$ cat src/hdl/rf_consts.svh
`ifndef RF_CONSTS_SVH
`define RF_CONSTS_SVH

// Eight general registers, as in the x86 integer set
`define RF_NUM_REGS 8

`define RF_DATA_WIDTH 32

// Producer tags name an in-flight result
`define RF_TAG_WIDTH 7

`define RF_ADDR_WIDTH 3

`endif

$ cat src/hdl/rf_data_pkg.sv
`include "rf_consts.svh"

package rf_data_pkg;

    typedef logic [`RF_DATA_WIDTH-1:0] reg_data_t;
    typedef logic [`RF_ADDR_WIDTH-1:0] reg_addr_t;

    // Bit 0 low byte, bit 1 high byte, bit 2 upper half
    typedef logic [2:0] section_mask_t;

    typedef enum logic [1:0] {
        size_byte  = 2'd0,
        size_word  = 2'd1,
        size_dword = 2'd2,
        size_none  = 2'd3
    } access_size_t;

    typedef struct packed {
        reg_addr_t     idx;
        section_mask_t mask;
    } section_sel_t;

    // Byte addresses 4 to 7 name the high byte of registers 0 to 3
    function automatic section_sel_t section_mask(reg_addr_t addr, access_size_t size);
        section_sel_t sel;
        sel.idx = addr;
        sel.mask = 3'b000;
        case (size)
            size_byte: begin
                sel.idx = {1'b0, addr[1:0]};
                sel.mask = addr[2] ? 3'b010 : 3'b001;
            end
            size_word:  sel.mask = 3'b011;
            size_dword: sel.mask = 3'b111;
            default:    sel.mask = 3'b000;
        endcase
        return sel;
    endfunction

endpackage

$ cat src/hdl/rf_tag_pkg.sv
`include "rf_consts.svh"

package rf_tag_pkg;

    typedef logic [`RF_TAG_WIDTH-1:0] tag_t;

    // Index 0 low byte, 1 high byte, 2 upper half
    typedef tag_t [2:0] tag_set_t;

endpackage

$ cat src/hdl/rf_ifs.sv
`timescale 1ns/1ns

interface gpr_write_if;
    logic                      en;
    rf_data_pkg::reg_addr_t    addr;
    rf_data_pkg::access_size_t size;
    rf_data_pkg::reg_data_t    data;

    modport source (
        output en,
        output addr,
        output size,
        output data
    );

    modport sink (
        input en,
        input addr,
        input size,
        input data
    );
endinterface

interface tag_claim_if;
    logic                      en;
    rf_data_pkg::reg_addr_t    addr;
    rf_data_pkg::access_size_t size;
    rf_tag_pkg::tag_t          tag;

    modport source (
        output en,
        output addr,
        output size,
        output tag
    );

    modport sink (
        input en,
        input addr,
        input size,
        input tag
    );
endinterface

$ cat src/hdl/gpr_bank.sv
`timescale 1ns/1ns
`include "rf_consts.svh"

module gpr_bank (
    input  logic                   clk,
    input  logic                   reset,
    gpr_write_if.sink              wr,
    output rf_data_pkg::reg_data_t regs [`RF_NUM_REGS]
);

    logic [7:0]                  low_q   [`RF_NUM_REGS];
    logic [7:0]                  high_q  [`RF_NUM_REGS];
    logic [`RF_DATA_WIDTH-1:16]  upper_q [`RF_NUM_REGS];

    rf_data_pkg::section_sel_t wr_sel;
    logic [7:0]                high_in;

    assign wr_sel = rf_data_pkg::section_mask(wr.addr, wr.size);

    // A byte write always carries its value in the lowest byte of data
    assign high_in = (wr.size == rf_data_pkg::size_byte) ? wr.data[7:0] : wr.data[15:8];

    always_ff @(posedge clk) begin
        if (reset) begin
            for (int i = 0; i < `RF_NUM_REGS; i++) begin
                low_q[i]   <= '0;
                high_q[i]  <= '0;
                upper_q[i] <= '0;
            end
        end else if (wr.en) begin
            if (wr_sel.mask[0]) begin
                low_q[wr_sel.idx] <= wr.data[7:0];
            end
            if (wr_sel.mask[1]) begin
                high_q[wr_sel.idx] <= high_in;
            end
            if (wr_sel.mask[2]) begin
                upper_q[wr_sel.idx] <= wr.data[`RF_DATA_WIDTH-1:16];
            end
        end
    end

    always_comb begin
        for (int i = 0; i < `RF_NUM_REGS; i++) begin
            regs[i] = {upper_q[i], high_q[i], low_q[i]};
        end
    end

    // The write source must never enable a write that covers no section
    write_size_valid: assert property (
        @(posedge clk) disable iff (reset)
        wr.en |-> (wr.size != rf_data_pkg::size_none)
    );

endmodule

$ cat src/hdl/gpr_read_format.sv
`timescale 1ns/1ns
`include "rf_consts.svh"

module gpr_read_format (
    input  rf_data_pkg::reg_data_t    regs [`RF_NUM_REGS],
    input  rf_data_pkg::reg_addr_t    rd_addr,
    input  rf_data_pkg::access_size_t rd_size,
    output rf_data_pkg::reg_data_t    rd_data
);

    rf_data_pkg::section_sel_t rd_sel;
    rf_data_pkg::reg_data_t    reg_val;
    logic [7:0]                byte_val;

    assign rd_sel  = rf_data_pkg::section_mask(rd_addr, rd_size);
    assign reg_val = regs[rd_sel.idx];

    // In byte mode the mask names either the low or the high byte
    assign byte_val = rd_sel.mask[1] ? reg_val[15:8] : reg_val[7:0];

    always_comb begin
        case (rd_size)
            rf_data_pkg::size_byte: begin
                rd_data = {{(`RF_DATA_WIDTH-8){byte_val[7]}}, byte_val};
            end
            rf_data_pkg::size_word: begin
                rd_data = {{(`RF_DATA_WIDTH-16){reg_val[15]}}, reg_val[15:0]};
            end
            rf_data_pkg::size_dword: begin
                rd_data = reg_val;
            end
            default: begin
                rd_data = '0;
            end
        endcase
    end

endmodule

$ cat src/hdl/regfile_top.sv
`timescale 1ns/1ns
`include "rf_consts.svh"

module regfile_top (
    input  logic                      clk,
    input  logic                      reset,
    input  logic                      wr_en,
    input  rf_data_pkg::reg_addr_t    wr_addr,
    input  rf_data_pkg::access_size_t wr_size,
    input  rf_data_pkg::reg_data_t    wr_data,
    input  logic                      claim_en,
    input  rf_data_pkg::reg_addr_t    claim_addr,
    input  rf_data_pkg::access_size_t claim_size,
    input  rf_tag_pkg::tag_t          claim_tag,
    input  logic                      broadcast_en,
    input  rf_tag_pkg::tag_t          broadcast_tag,
    input  logic                      flush,
    input  rf_data_pkg::reg_addr_t    rd_addr,
    input  rf_data_pkg::access_size_t rd_size,
    output rf_data_pkg::reg_data_t    rd_data,
    output logic                      rd_busy,
    output rf_tag_pkg::tag_t          rd_tag
);

    gpr_write_if wr_bus ();
    tag_claim_if claim_bus ();

    rf_data_pkg::reg_data_t regs [`RF_NUM_REGS];

    assign wr_bus.en   = wr_en;
    assign wr_bus.addr = wr_addr;
    assign wr_bus.size = wr_size;
    assign wr_bus.data = wr_data;

    assign claim_bus.en   = claim_en;
    assign claim_bus.addr = claim_addr;
    assign claim_bus.size = claim_size;
    assign claim_bus.tag  = claim_tag;

    gpr_bank bank (
        .clk   (clk),
        .reset (reset),
        .wr    (wr_bus.sink),
        .regs  (regs)
    );

    gpr_read_format read_fmt (
        .regs    (regs),
        .rd_addr (rd_addr),
        .rd_size (rd_size),
        .rd_data (rd_data)
    );

    tag_tracker tracker (
        .clk           (clk),
        .reset         (reset),
        .claim         (claim_bus.sink),
        .broadcast_en  (broadcast_en),
        .broadcast_tag (broadcast_tag),
        .flush         (flush),
        .rd_addr       (rd_addr),
        .rd_size       (rd_size),
        .rd_busy       (rd_busy),
        .rd_tag        (rd_tag)
    );

endmodule

$ cat src/hdl/tag_tracker.sv
`timescale 1ns/1ns
`include "rf_consts.svh"

module tag_tracker (
    input  logic                      clk,
    input  logic                      reset,
    tag_claim_if.sink                 claim,
    input  logic                      broadcast_en,
    input  rf_tag_pkg::tag_t          broadcast_tag,
    input  logic                      flush,
    input  rf_data_pkg::reg_addr_t    rd_addr,
    input  rf_data_pkg::access_size_t rd_size,
    output logic                      rd_busy,
    output rf_tag_pkg::tag_t          rd_tag
);

    rf_tag_pkg::tag_set_t       tag_q   [`RF_NUM_REGS];
    rf_data_pkg::section_mask_t valid_q [`RF_NUM_REGS];

    rf_data_pkg::section_sel_t  claim_sel;
    rf_data_pkg::section_sel_t  rd_sel;
    rf_tag_pkg::tag_set_t       rd_tags;
    rf_data_pkg::section_mask_t rd_valid;

    assign claim_sel = rf_data_pkg::section_mask(claim.addr, claim.size);

    // Flush beats claim, and claim beats a broadcast on the same section
    always_ff @(posedge clk) begin
        if (reset) begin
            for (int r = 0; r < `RF_NUM_REGS; r++) begin
                tag_q[r]   <= '0;
                valid_q[r] <= '0;
            end
        end else begin
            for (int r = 0; r < `RF_NUM_REGS; r++) begin
                for (int s = 0; s < 3; s++) begin
                    if (flush) begin
                        valid_q[r][s] <= 1'b0;
                    end else if (claim.en && claim_sel.idx == r && claim_sel.mask[s]) begin
                        tag_q[r][s]   <= claim.tag;
                        valid_q[r][s] <= 1'b1;
                    end else if (broadcast_en && valid_q[r][s]
                                 && tag_q[r][s] == broadcast_tag) begin
                        valid_q[r][s] <= 1'b0;
                    end
                end
            end
        end
    end

    assign rd_sel   = rf_data_pkg::section_mask(rd_addr, rd_size);
    assign rd_tags  = tag_q[rd_sel.idx];
    assign rd_valid = valid_q[rd_sel.idx];

    assign rd_busy = |(rd_valid & rd_sel.mask);

    // Tag of the section holding the least significant byte of the read
    always_comb begin
        if (rd_sel.mask[0]) begin
            rd_tag = rd_tags[0];
        end else if (rd_sel.mask[1]) begin
            rd_tag = rd_tags[1];
        end else if (rd_sel.mask[2]) begin
            rd_tag = rd_tags[2];
        end else begin
            rd_tag = '0;
        end
    end

    // Nothing can be pending right after a flush, whatever the read address
    busy_clear_after_flush: assert property (
        @(posedge clk) disable iff (reset)
        flush |=> !rd_busy
    );

endmodule

$ cat config.mk
export PLATFORM = sky130hd
export DESIGN_NAME = regfile_top
export DESIGN_NICKNAME = d
export VERILOG_FILES = /design/src/hdl/rf_data_pkg.sv /design/src/hdl/rf_tag_pkg.sv /design/src/hdl/rf_ifs.sv /design/src/hdl/gpr_bank.sv /design/src/hdl/gpr_read_format.sv /design/src/hdl/regfile_top.sv /design/src/hdl/tag_tracker.sv
export VERILOG_INCLUDE_DIRS = /design/src /design/src/hdl
export SDC_FILE = /design/constraint.sdc
export NUM_CORES = 1
export LEC_CHECK = 0
export ABC_AREA = 0
export BUFFER_PORTS_ARGS = -buffer_cell sky130_fd_sc_hd__buf_4
export CAP_MARGIN = 20
export CORE_MARGIN = 2
export CORE_UTILIZATION = 55
export CTS_CLUSTER_DIAMETER = 150
export CTS_CLUSTER_SIZE = 28
export DETAILED_ROUTE_END_ITERATION = 8
export GPL_TIMING_DRIVEN = 1
export PLACE_DENSITY = 0.73
export SETUP_SLACK_MARGIN = 0.2
export SLEW_MARGIN = 20
export SYNTH_ARGS = -nofsm -noshare
export SYNTH_HDL_FRONTEND = slang
export SYNTH_SLANG_ARGS = --single-unit
$ cat constraint.sdc
create_clock -name clk -period 5.89 [get_ports clk]
set_input_delay 0.2945 -clock clk [delete_from_list [all_inputs] [get_ports clk]]
set_output_delay 0.2945 -clock clk [all_outputs]
set_load 0.05 [all_outputs]
# Word-level counts from Yosys, hierarchy flattened
# Memory sizes are Yosys's and may differ from the RTL's.
# Cells that the tools add are included.
[word_totals]
mem_count = 5
latch_bits = 0
ff_bits = 0
input_bits = 67
wordCells = 585
output_inout_bits = 40
romBits = 0
ram_bits = 448
[mem_list]
columns = ["name", "words", "width", "read_ports", "rd_clocked_by_memory_dff", "write_ports", "line_no", "source"]
rows = [
  ["tracker.tag_q", 8, 21, 9, 0, 8, "tag_tracker.sv:17", "rf_tag_pkg::tag_set_t tag_q [`RF_NUM_REGS];"],
  ["bank.upper_q", 8, 16, 8, 0, 8, "gpr_bank.sv:13", "logic [`RF_DATA_WIDTH-1:16] upper_q [`RF_NUM_REGS];"],
  ["bank.high_q", 8, 8, 8, 0, 8, "gpr_bank.sv:12", "logic [7:0] high_q [`RF_NUM_REGS];"],
  ["bank.low_q", 8, 8, 8, 0, 8, "gpr_bank.sv:11", "logic [7:0] low_q [`RF_NUM_REGS];"],
  ["tracker.valid_q", 8, 3, 9, 0, 8, "tag_tracker.sv:18", "rf_data_pkg::section_mask_t valid_q [`RF_NUM_REGS];"],
]
[classes]
magnitude_cmp = 1
reduce_logical = 88
eq_ne = 37
n_mux = 356
div = 0
shifts = 0
multipliers = 0
addsub = 0
bitwise = 98
[op_table]
columns = ["op", "count"]
rows = [
  ["$mux W1", 308],
  ["$mux W7", 27],
  ["$eq A7 B7 Y1", 24],
  ["$bmux W32 S3", 1],
  ["$or A1 B1 Y1", 96],
  ["$pmux W32 S3", 1],
  ["$logic_and A1 B1 Y1", 80],
  ["$mux W32", 2],
  ["$mux W8", 4],
  ["$pmux W3 S3", 3],
  ["$mux W3", 6],
  ["$mux W16", 1],
  ["$reduce_or A16 Y1", 1],
  ["$reduce_or A8 Y1", 2],
  ["$eq A3 B3 Y1 const B", 4],
  ["$eq A2 B1 Y1 const B", 3],
  ["$eq A2 B2 Y1 const B", 3],
  ["$eq A3 B2 Y1 const B", 2],
  ["$logic_not A2 Y1", 3],
  ["$mux W2", 3],
  ["$ge A4 B4 Y1 const B", 1],
  ["$not A3 Y4", 1],
  ["$and A3 B3 Y3", 1],
  ["$eq A3 B1 Y1 const B", 1],
  ["2 further kinds", 2],
]

# Logic depth before layout (Yosys ltp)
# Gate-level depths: netlist of the first run.
[depth]
ltp_word = 11
mapped_depth = 9

# Cells and area by module
# From an unflattened synthesis of the first run, not the netlist that was laid out.
[hier_totals]
cells_unflattened = 1899
area_unflattened_um2 = 23483.8
[modules_own_cells]
columns = ["module", "seq_area_each_um2", "area_each_um2", "cells_each", "instances"]
rows = [
  ["tag_tracker", 5765.5, 10834.1, 937, 1],
  ["gpr_bank", 7687.4, 9754.4, 629, 1],
  ["gpr_read_format", 0.0, 2895.3, 333, 1],
]

# Worst setup path before layout of the first run
# No wires, ideal clock.
[synth_path]
path_type = "input-to-output"
startpoint = "input port rd_size[0]"
endpoint = "output port rd_data[11]"
arrival_ps = 2281
setup_slack_ps = 3315
stages = 8
n_path_buf = 2
path_cell_list = "inv_1 -> ha_1 -> nand2b_1 -> buf_2 -> clkbuf_1 -> a211oi_1 -> a311o_1 -> o211ai_1"
[synth_between]
elab_chain_cells = 8
elab_cells_between_ends = 11
[synth_rtl]
columns = ["item", "line_no", "source"]
rows = [
  ["start, declared", "regfile_top.sv:19", "input rf_data_pkg::access_size_t rd_size,"],
  ["$logic_not A2 Y1", "rf_data_pkg.sv:28, gpr_read_format.sv:22", ""],
  ["$mux W3", "rf_data_pkg.sv:28", "case (size)"],
  ["$not A3 Y4 (not written as such)", "gpr_read_format.sv:16", "assign reg_val = regs[rd_sel.idx];"],
  ["$bmux W32 S3", "gpr_read_format.sv:16", ""],
  ["$mux W32 (not written as such) (2 in a row)", "gpr_read_format.sv:16", ""],
  ["$mux W8", "gpr_read_format.sv:19", "assign byte_val = rd_sel.mask[1] ? reg_val[15:8] : reg_val[7:0];"],
  ["$pmux W32 S3 *", "gpr_read_format.sv:22", "case (rd_size)"],
  ["end, declared", "regfile_top.sv:20", "output rf_data_pkg::reg_data_t rd_data,"],
]
# Mark *: on every way between the ends. The rest lies on a longest branch, timed or not. The select of a mux whose other input is x is not followed.

# Worst setup path after layout of the first run
[layout_path]
startpoint = "input port rd_addr[0]"
endpoint = "output port rd_data[26]"
[layout_between]
elab_chain_cells = 7
[layout_rtl]
columns = ["item", "line_no", "source"]
rows = [
  ["start, declared", "regfile_top.sv:18", "input rf_data_pkg::reg_addr_t rd_addr,"],
  ["$mux W3 *", "rf_data_pkg.sv:28", ""],
  ["$not A3 Y4 (not written as such) *", "gpr_read_format.sv:16", ""],
  ["$bmux W32 S3 *", "gpr_read_format.sv:16", ""],
  ["$mux W32 (not written as such) * (2 in a row)", "gpr_read_format.sv:16", ""],
  ["$mux W8", "gpr_read_format.sv:19", ""],
  ["$pmux W32 S3 *", "gpr_read_format.sv:22", ""],
]
# Marks and branches as above.

==> impl_metrics.env, run 1 <==
export IMPL_placementRows=74
export IMPL_nFillCells=3233
export IMPL_maxCapViolCount=0
export IMPL_gp_congestion=0.900
export IMPL_die_width_um=208
export IMPL_hold_viol_final=0
export IMPL_cts_buffer_depth=3
export IMPL_path_class="in2out"
export IMPL_finalMaxSlewViolations=0
export IMPL_cts_buffers=19
export IMPL_die_area_um2=43500
export IMPL_finalSetupViolCount=0
export IMPL_synthTopCellsByCount="edfxtp_1 (448), nor2_1 (235), and2_1 (192)"
export IMPL_postRouteAntennaNets=0
export IMPL_crit_path_top_delay_cell="and3b_1"
export IMPL_yosys_register_bits=448
export IMPL_clk_pin_slew_ns=0.10
export IMPL_r2r_end="tracker.valid_q[2][1]$_SDFFCE_PP0P_"
export IMPL_run_status="complete, no violations"
export IMPL_power_per_cell_area_nw_per_um2=257
export IMPL_multi_input_area_um2=8930
export IMPL_crit_start="rd_addr[0]"
export IMPL_cts_hold_buf=0
export IMPL_hpwlAfterDp_mm=39.4
export IMPL_root_buffer="clkbuf_16"
export IMPL_reg2regPathDepth=4
export IMPL_syn_num_nets=1847
export IMPL_path_max_fanout=49
export IMPL_ir_drop_v=0.000201
export IMPL_yosysTopAreaCellShare_pct=58.5
export IMPL_fp_dieH_um=208
export IMPL_max_freq_ghz=0.285
export IMPL_tns_ns=0
export IMPL_clock_sinks=448
export IMPL_worstPathCellList="buf_4, buf_4, and3b_1, nand2_1, o2111ai_1, nand3_2, buf_4"
export IMPL_avgViaCountPerCell=6.30
export IMPL_cts_resized=0
export IMPL_layout_drive_gt1_share_pct=15.0
export IMPL_synth_largest_area_cell="edfxtp_1"
export IMPL_synth_main_ff_cell="edfxtp_1"
export IMPL_initial_utilization_pct=56.1
export IMPL_clock_latency_ns=0.55
export IMPL_grt_pass1_vias=14800
export IMPL_tritoncts="built"
export IMPL_antenna_cells=0
export IMPL_end_kind="output pin"
export IMPL_start_kind="input port"
export IMPL_ioPinCount=107
export IMPL_min_period_ns=3.51
export IMPL_first_pass_iters=5
export IMPL_timing_rr_start="tracker.tag_q[2][10]$_SDFFCE_PN0P_"
export IMPL_post_synth_top_count_cell="edfxtp_1"
export IMPL_grt_first_pass_wirelength_mm=90.1
export IMPL_layout_nets=1877
export IMPL_synthToLayoutAreaGrowth_pct=6.74
export IMPL_rrSetupSlack_ns=4.27
export IMPL_min_to="bank.upper_q[7][3]$_SDFFCE_PN0P_"
export IMPL_post_cts_buffers=0
export IMPL_hp_class="in2reg"
export IMPL_skew_ns=0.0192
export IMPL_wl_mm=60.0
export IMPL_final_period_utilization_pct=59.6
export IMPL_design_core_area_um2=41000
export IMPL_yosys_warnings=0
export IMPL_syn_area_per_cell_um2=13.0
export IMPL_regArea_um2=13500
export IMPL_worstHoldStart="wr_data[19]"
export IMPL_syn_area_um2=23000
export IMPL_whs_path_depth=2
export IMPL_vias=14700
export IMPL_cpPeakStageDelay_ns=0.83
export IMPL_max_slew_margin_pct=31.6
export IMPL_port_buffers=106
export IMPL_netlist_instances=1769
export IMPL_yosys_cell_types_count=56
export IMPL_drc=0
export IMPL_ys_seq_area_share_pct=58.5
export IMPL_required_ns=5.60
export IMPL_grt_usage_pct=27.5
export IMPL_h_tree_depth=1
export IMPL_p_leak_nw=8.46
export IMPL_grt_max_degree=83
export IMPL_cp_arrival_ns=3.22
export IMPL_tightest_slew_ns=1.03
export IMPL_place_ws_ns=2.35
export IMPL_antenna_found_initial=0
export IMPL_wl_per_cell_um=25.7
export IMPL_async_flop_share_pct=0
export IMPL_rsz0062_at_grt="false"
export IMPL_synth_area_leaders="edfxtp_1 (58%), mux4_2 (7.7%), and2_1 (5.2%)"
export IMPL_drt_iter0_markers=1785
export IMPL_grt_remaining_overflow=0
export IMPL_synth_edf_count=448
export IMPL_finalWorstSetupSlack_ns=2.38
export IMPL_crit_path_frequent_cell="buf_4"
[area by class of cell]
| class | instances | share of cell area [%] |
|---|---|---|
| clock inverter | 1 | 0.0357 |
| inverter | 17 | 0.260 |
| tap | 532 | 2.71 |
| sequential | 448 | 54.8 |
| timing repair buffer | 126 | 3.88 |
| multi-input combinational | 1187 | 36.4 |
| clock buffer | 19 | 1.94 |
[cells in the final DEF (no fill, tap or decap), types with 16 or more instances in the layout]
master	Yosys	final
edfxtp_1	448	448
nor2_1	235	231
and2_1	192	192
buf_4	19	124
xnor2_1	120	120
mux4_2	79	79
nand3_1	79	79
nand2_1	72	72
mux2i_1	60	60
xor2_1	48	48
nand2b_1	46	45
nand4_1	25	25
or4_1	25	25
clkbuf_16	0	19
inv_1	16	16
o2111ai_1	16	16
[power breakdown]
group / switching, W / internal (W)
clock network: 0.000944 / 0.000589
registers: 0.000101 / 0.00369
logic: 0.000615 / 0.000358
[logic make-up (layout without fill, tap and decap cells)]
family                   after synthesis  count (layout)  synth area share [%]
AND/OR/NAND/NOR                      764             764                  17.6
flip-flops                           448             448                  58.5
XOR/XNOR                             168             168                  6.40
multiplexers                         146             146                  10.7
buffers and inverters                134             163                  2.80
AO/OA/AOI/OAI                         98              98                  3.44
adder cells (fa/ha/maj)               11              11                 0.598
[stage by stage]
step | total power (W) | hold WS, ns | instance area [µm²] | cells | utilization, %
final | 0.00630 | 0.0715 | 24500 | 2330 | 59.8
after global routing | 0.00648 | 0.0544 | 24500 | 2330 | 59.8
after CTS | 0.00630 | 0.0535 | 24500 | 2329 | 59.8
after detailed placement | 0.00483 | 0.638 | 24000 | 2309 | 58.6
after global placement | 0.00481 | 0.632 | 24000 | 2308 | 58.6
after floorplan | 0.00450 | 0.493 | 23000 | 1769 | -
[worst max path at each step]
stage                       end
floorplan           rd_data[11]
global placement    rd_data[22]
detailed placement  rd_data[26]
CTS                 rd_data[26]
global route        rd_data[18]
finish              rd_data[26]
[flip-flops by register name (all words and copies together), names as in the netlist]
register	cells
bank.upper_q	128
tracker.valid_q	24
bank.low_q	64
bank.high_q	64
tracker.tag_q	168
[critical path: cells and delay by family]
| family | cells | cell delay (ns) |
|---|---|---|
| buffers and inverters | 3 | 1.56 |
| and+or+nand+nor | 3 | 1.06 |
| AOI/OAI and AO/OA | 1 | 0.22 |
[per-layer routing]
| metal | up-vias | GRT usage [%] | part of all wire [%] | wire length [µm] |
|---|---|---|---|---|
| met4 | 0 | 9.08 | 3.1 | 1890 |
| met2 | 711 | 45.4 | 48 | 29000 |
| li1 | 6459 | - | - | - |
| met5 | - | 0 | 0 | 0 |
| met1 | 7393 | 37.9 | 41 | 24300 |
| met3 | 126 | 3.80 | 8.0 | 4800 |
Note: power is estimated with default switching activity, not from simulation.
==> inputs of run 2 (changes only) <==
--- a/config.mk
+++ b/config.mk
@@ -15,7 +15,7 @@
 export CTS_CLUSTER_SIZE = 28
 export DETAILED_ROUTE_END_ITERATION = 8
 export GPL_TIMING_DRIVEN = 1
-export PLACE_DENSITY = 0.73
+export PLACE_DENSITY = 0.75
 export SETUP_SLACK_MARGIN = 0.2
 export SLEW_MARGIN = 20
 export SYNTH_ARGS = -nofsm -noshare
==> constraint.sdc (replaced) <==
create_clock -name clk -period 2.8 [get_ports clk]
set_input_delay 0.14 -clock clk [delete_from_list [all_inputs] [get_ports clk]]
set_output_delay 0.14 -clock clk [all_outputs]
set_load 0.05 [all_outputs]
==> impl_metrics.env, run 2 (same netlist as run 1, synthesis figures left out) <==
export IMPL_finalMaxSlewViolations=0
export IMPL_run_status="complete, no violations"
export IMPL_path_delay_family="multiplexers"
export IMPL_wl_mm=61.6
export IMPL_clock_latency_ns=0.55
export IMPL_first_pass_iters=5
export IMPL_p_leak_nw=8.93
export IMPL_root_buffer="clkbuf_16"
export IMPL_hp_class="in2reg"
export IMPL_wl_per_cell_um=25.4
export IMPL_grt_pass1_vias=15100
export IMPL_maxCapViolCount=0
export IMPL_cts_buffers=19
export IMPL_layout_drive_gt1_share_pct=17.9
export IMPL_power_per_cell_area_nw_per_um2=526
export IMPL_drc=0
export IMPL_fin_area_um2=25400
export IMPL_layout_common_cells="edfxtp_1 (448), nor2_1 (235), buf_4 (193), and2_1 (192), xnor2_1 (120)"
export IMPL_power_total_w=0.0134
export IMPL_clk_pin_slew_ns=0.11
export IMPL_grt_first_pass_wirelength_mm=92.5
export IMPL_crit_path_top_delay_cell="mux4_2"
export IMPL_largest_register="tracker.tag_q"
export IMPL_initial_utilization_pct=56.1
export IMPL_final_core_util_pct=61.9
export IMPL_postRouteAntennaNets=0
export IMPL_multi_input_area_um2=8940
export IMPL_ir_drop_v=0.000622
export IMPL_grt_util_met3_pct=4.47
export IMPL_cpPeakStageDelay_ns=0.48
export IMPL_rsz0062_at_grt="true"
export IMPL_nFillCells=3093
export IMPL_ioPinCount=107
export IMPL_rrSetupSlack_ns=1.14
export IMPL_end_kind="output pin"
export IMPL_top_regs="tracker.tag_q x168, bank.upper_q x128"
export IMPL_regArea_um2=13500
export IMPL_worstPathCellList="mux4_2, mux2i_2, or3_1, buf_12, nand3_1, buf_4"
export IMPL_vias=15300
export IMPL_largest_reg_flops=168
export IMPL_grt_use_met2_pct=45.8
export IMPL_max_freq_ghz=0.395
export IMPL_tritoncts="built"
export IMPL_design_core_area_um2=41000
export IMPL_drt_iter0_markers=1942
export IMPL_grt_remaining_overflow=0
export IMPL_final_period_utilization_pct=90.3
export IMPL_required_ns=2.66
export IMPL_grt_usage_pct=28.2
export IMPL_antenna_found_initial=2
export IMPL_start_kind="flip-flop"
export IMPL_port_buffers=106
export IMPL_finalSetupViolCount=0
export IMPL_dpl_instance_area_um2=24600
export IMPL_layout_nets=1974
export IMPL_path_class="reg2out"
export IMPL_worstHoldStart="claim_tag[4]"
export IMPL_worst_path_buf_inv=2
export IMPL_crit_start="bank.high_q[0][7]$_SDFFCE_PN0P_"
export IMPL_max_slew_margin_pct=34.3
export IMPL_avgViaCountPerCell=6.29
export IMPL_die_area_um2=43500
export IMPL_fp_dieH_um=208
export IMPL_path_max_fanout=16
export IMPL_global_route_usage_met1_pct=39.7
export IMPL_cp_arrival_ns=2.39
export IMPL_grt_max_degree=46
export IMPL_final_common_cell="edfxtp_1"
export IMPL_min_period_ns=2.53
export IMPL_hpwlAfterDp_mm=42.1
export IMPL_h_tree_depth=1
export IMPL_die_width_um=208
export IMPL_clock_sinks=448
export IMPL_hold_viol_final=0
export IMPL_placementRows=74
export IMPL_top_usage_layer="met2"
export IMPL_synthToLayoutAreaGrowth_pct=10.4
export IMPL_cts_buffer_depth=3
export IMPL_gp_congestion=0.927
export IMPL_tns_ns=0
export IMPL_timing_rr_start="tracker.tag_q[1][2]$_SDFFCE_PN0P_"
export IMPL_skew_ns=0.00737
export IMPL_tightest_slew_ns=0.986
## run 2: cell types whose count changed in the layout (fill, tap and decap cells not counted), moves of 4 or more
cell	change
buf_4	+69
dlygate4sd3_1	+25
buf_12	+4
nor2_1	+4
nor2_2	-4
## run 2: worst paths after layout
kind,to,cells past startpoint
worst max register to register,tracker.valid_q[1][0]$_SDFFCE_PP0P_,4
worst min-delay path,tracker.tag_q[2][4]$_SDFFCE_PN0P_,3
worst min register to register,tracker.valid_q[6][1]$_SDFFCE_PP0P_,4
worst max-delay path,rd_data[19],6
## run 2: what timing repair did
action                                  CTS  global route
endpoints found under the setup margin   18            22
pin swaps                                 0             1
resized for setup                         3             5
setup buffers                             0             2
hold buffers                             25             0
endpoints found under the hold margin   193             0
## run 2: report_power, final
group	leakage, nW	internal [W]	switching [W]
Clock	0.239	0.00124	0.00197
Sequential	4.30	0.00777	0.000205
Combinational	4.38	0.000833	0.00135
## run 2: area by class of cell
type,instances,area share [%]
Sequential cell,448,53.0
Multi-Input combinational cell,1187,35.2
Timing Repair Buffer,223,7.05
Tap cell,532,2.62
Clock buffer,19,1.87
Inverter,17,0.251
Clock inverter,1,0.0345
Antenna cell,1,0.00985
## run 2: per-stage QoR
step / instances / hold slack [ns] / setup slack [ns]
global route: 2428 / 0.0829 / 0.183
floorplan: 1769 / 0.338 / 0.534
finish: 2428 / 0.0502 / 0.271
detailed placement: 2380 / 0.474 / 0.201
global placement: 2380 / 0.469 / 0.303
CTS: 2425 / 0.0295 / 0.223
## run 2: routing by layer
metal	vias up	wire (µm)	share of wire, %
li1	6654	-	-
met4	2	1850	3.0
met1	7660	24600	40
met2	830	29300	47
met3	115	5850	9.5
met5	-	12	0.019
## run 2: tightest hold or removal path, cell delays in order
cell and delay [ns]:
buf_4 0.11, nand2b_1 0.12, nor2_1 0.12
==> inputs of run 3 (changes only) <==
--- a/config.mk
+++ b/config.mk
@@ -10,12 +10,12 @@
 export BUFFER_PORTS_ARGS = -buffer_cell sky130_fd_sc_hd__buf_4
 export CAP_MARGIN = 20
 export CORE_MARGIN = 2
-export CORE_UTILIZATION = 55
+export CORE_UTILIZATION = 45
+export CTS_BUF_LIST = sky130_fd_sc_hd__clkbuf_16
 export CTS_CLUSTER_DIAMETER = 150
 export CTS_CLUSTER_SIZE = 28
 export DETAILED_ROUTE_END_ITERATION = 8
 export GPL_TIMING_DRIVEN = 1
-export PLACE_DENSITY = 0.75
 export SETUP_SLACK_MARGIN = 0.2
 export SLEW_MARGIN = 20
 export SYNTH_ARGS = -nofsm -noshare
==> impl_metrics.env, run 3 (same netlist as run 1, synthesis figures left out) <==
export IMPL_tritoncts="built"
export IMPL_wl_per_cell_um=24.7
export IMPL_rsz0062_at_grt="false"
export IMPL_avgViaCountPerCell=5.81
export IMPL_die_width_um=230
export IMPL_multi_input_area_um2=8930
export IMPL_grt_first_pass_wirelength_mm=94.9
export IMPL_drc=0
export IMPL_end_kind="output pin"
export IMPL_min_period_ns=2.47
export IMPL_synthToLayoutAreaGrowth_pct=11.1
export IMPL_wl_mm=63.1
export IMPL_required_ns=2.66
export IMPL_dpl_instance_area_um2=24700
export IMPL_largest_register="tracker.tag_q"
export IMPL_skew_ns=0.0153
export IMPL_grt_max_degree=81
export IMPL_cp_arrival_ns=2.33
export IMPL_postRouteAntennaNets=0
export IMPL_ioPinCount=107
export IMPL_placementRows=82
export IMPL_die_area_um2=52900
export IMPL_final_period_utilization_pct=88.4
export IMPL_vias=14900
export IMPL_whs_path_depth=4
export IMPL_grt_remaining_overflow=0
export IMPL_hold_viol_final=0
export IMPL_ir_drop_v=0.000351
export IMPL_finalMaxSlewViolations=0
export IMPL_crit_path_frequent_cell="buf_4"
export IMPL_start_kind="input port"
export IMPL_regArea_um2=13500
export IMPL_largest_reg_flops=168
export IMPL_worst_path_buf_inv=3
export IMPL_h_tree_depth=1
export IMPL_fp_dieH_um=230
export IMPL_clock_sinks=448
export IMPL_holdWs_ns=0.0716
export IMPL_rrSetupSlack_ns=1.14
export IMPL_grt_usage_pct=23.8
export IMPL_antenna_found_initial=0
export IMPL_grt_pass1_vias=14900
export IMPL_tns_ns=0
export IMPL_fin_area_um2=25600
export IMPL_path_max_fanout=41
export IMPL_clk_pin_slew_ns=0.11
export IMPL_design_core_area_um2=50300
export IMPL_switching_share_pct=26.6
export IMPL_max_freq_ghz=0.404
export IMPL_tightest_slew_ns=0.930
export IMPL_layout_drive_gt1_share_pct=17.5
export IMPL_port_buffers=106
export IMPL_final_core_util_pct=50.8
export IMPL_initial_utilization_pct=45.7
export IMPL_gp_congestion=0.867
export IMPL_cpPeakStageDelay_ns=0.60
export IMPL_clock_latency_ns=0.56
export IMPL_run_status="complete, no violations"
export IMPL_combPwrFrac_pct=16.2
export IMPL_maxCapViolCount=0
export IMPL_max_slew_margin_pct=37.5
export IMPL_finalSetupViolCount=0
export IMPL_worstHoldStart="wr_data[8]"
export IMPL_reg2regPathDepth=4
export IMPL_root_buffer="clkbuf_16"
export IMPL_power_per_cell_area_nw_per_um2=525
export IMPL_layout_nets=1964
export IMPL_drt_iter0_markers=1323
export IMPL_p_switching_w=0.00357
export IMPL_intPower_w=0.00984
export IMPL_r2r_end="tracker.valid_q[2][1]$_SDFFCE_PP0P_"
export IMPL_p_leak_nw=8.91
export IMPL_timing_rr_start="tracker.tag_q[2][10]$_SDFFCE_PN0P_"
export IMPL_min_to="bank.high_q[1][0]$_SDFFCE_PN0P_"
export IMPL_worstPathCellList="buf_4, buf_4, mux4_2, a22oi_1, o211ai_1, buf_4"
export IMPL_antenna_cells=0
export IMPL_final_common_cell="edfxtp_1"
export IMPL_layout_common_cells="edfxtp_1 (448), nor2_1 (235), and2_1 (192), buf_4 (178), xnor2_1 (120)"
export IMPL_first_pass_iters=5
export IMPL_hpwlAfterDp_mm=43.1
export IMPL_nFillCells=4347
export IMPL_path_class="in2out"
export IMPL_path_delay_family="buffers and inverters"
export IMPL_p_clk_share_pct=24.4
export IMPL_cts_buffers=19
export IMPL_power_total_w=0.0134
export IMPL_crit_path_top_delay_cell="buf_4"
export IMPL_cts_buffer_depth=3
export IMPL_seqPwrFrac_pct=59.4
export IMPL_hp_class="in2reg"
export IMPL_top_regs="tracker.tag_q x168, bank.upper_q x128"
[run 3: how the worst max path moves through the flow]
stage,from,endpoint,slack (ns),depth (start not counted)
2_1_floorplan,rd_size[0],rd_data[12],0.53,8
3_3_place_gp,rd_size[0],rd_data[18],0.35,8
3_5_place_dp,rd_size[0],rd_data[18],0.32,8
4_1_cts,bank.low_q[1][7]$_SDFFCE_PN0P_,rd_data[15],0.21,5
5_1_grt,rd_size[0],rd_data[22],0.22,9
6_report,rd_addr[0],rd_tag[3],0.33,6
[run 3: routing by layer]
layer  global-route usage, %  wire length (µm)  up-vias
met1                    33.2             27100     7563
met2                    40.0             30600      574
li1                        -                 -     6641
met3                    3.21              4040       75
met4                    5.04              1300        0
met5                       0                 0        -
[run 3: final cells by class]
type,count,area share (%)
Sequential cell,448,52.6
Multi-Input combinational cell,1187,35.0
Timing Repair Buffer,213,6.96
Tap cell,672,3.29
Clock buffer,19,1.86
Inverter,17,0.250
Clock inverter,1,0.0343
[run 3: repair_timing]
action                                  in CTS  in global routing
hold endpoints to repair                   193                  0
hold buffers                                25                  0
pin swaps                                    0                  2
resized for setup                            4                  1
endpoints found under the setup margin      20                 17
setup buffers                                0                  3
[run 3: worst reg2reg max path, stage by stage (launching register included)]
cell and delay (ns):
edfxtp_1 0.42, xnor2_1 0.18, nand3_1 0.11, or4_1 0.56, nand3_1 0.12
[run 3: power by group through the flow]
stage          registers (W)  logic (W)  clock network [W]
6_report             0.00797    0.00218            0.00327
5_1_grt              0.00801    0.00231            0.00352
4_1_cts              0.00797    0.00217            0.00333
3_5_place_dp         0.00812    0.00213                  0
3_3_place_gp         0.00811    0.00211                  0
2_1_floorplan        0.00803    0.00143                  0
[run 3: per-stage QoR]
stage               setup slack, ns  std cells
floorplan                     0.534       1769
global placement              0.349       2509
detailed placement            0.319       2509
CTS                           0.213       2554
global route                  0.223       2557
finish                        0.325       2557
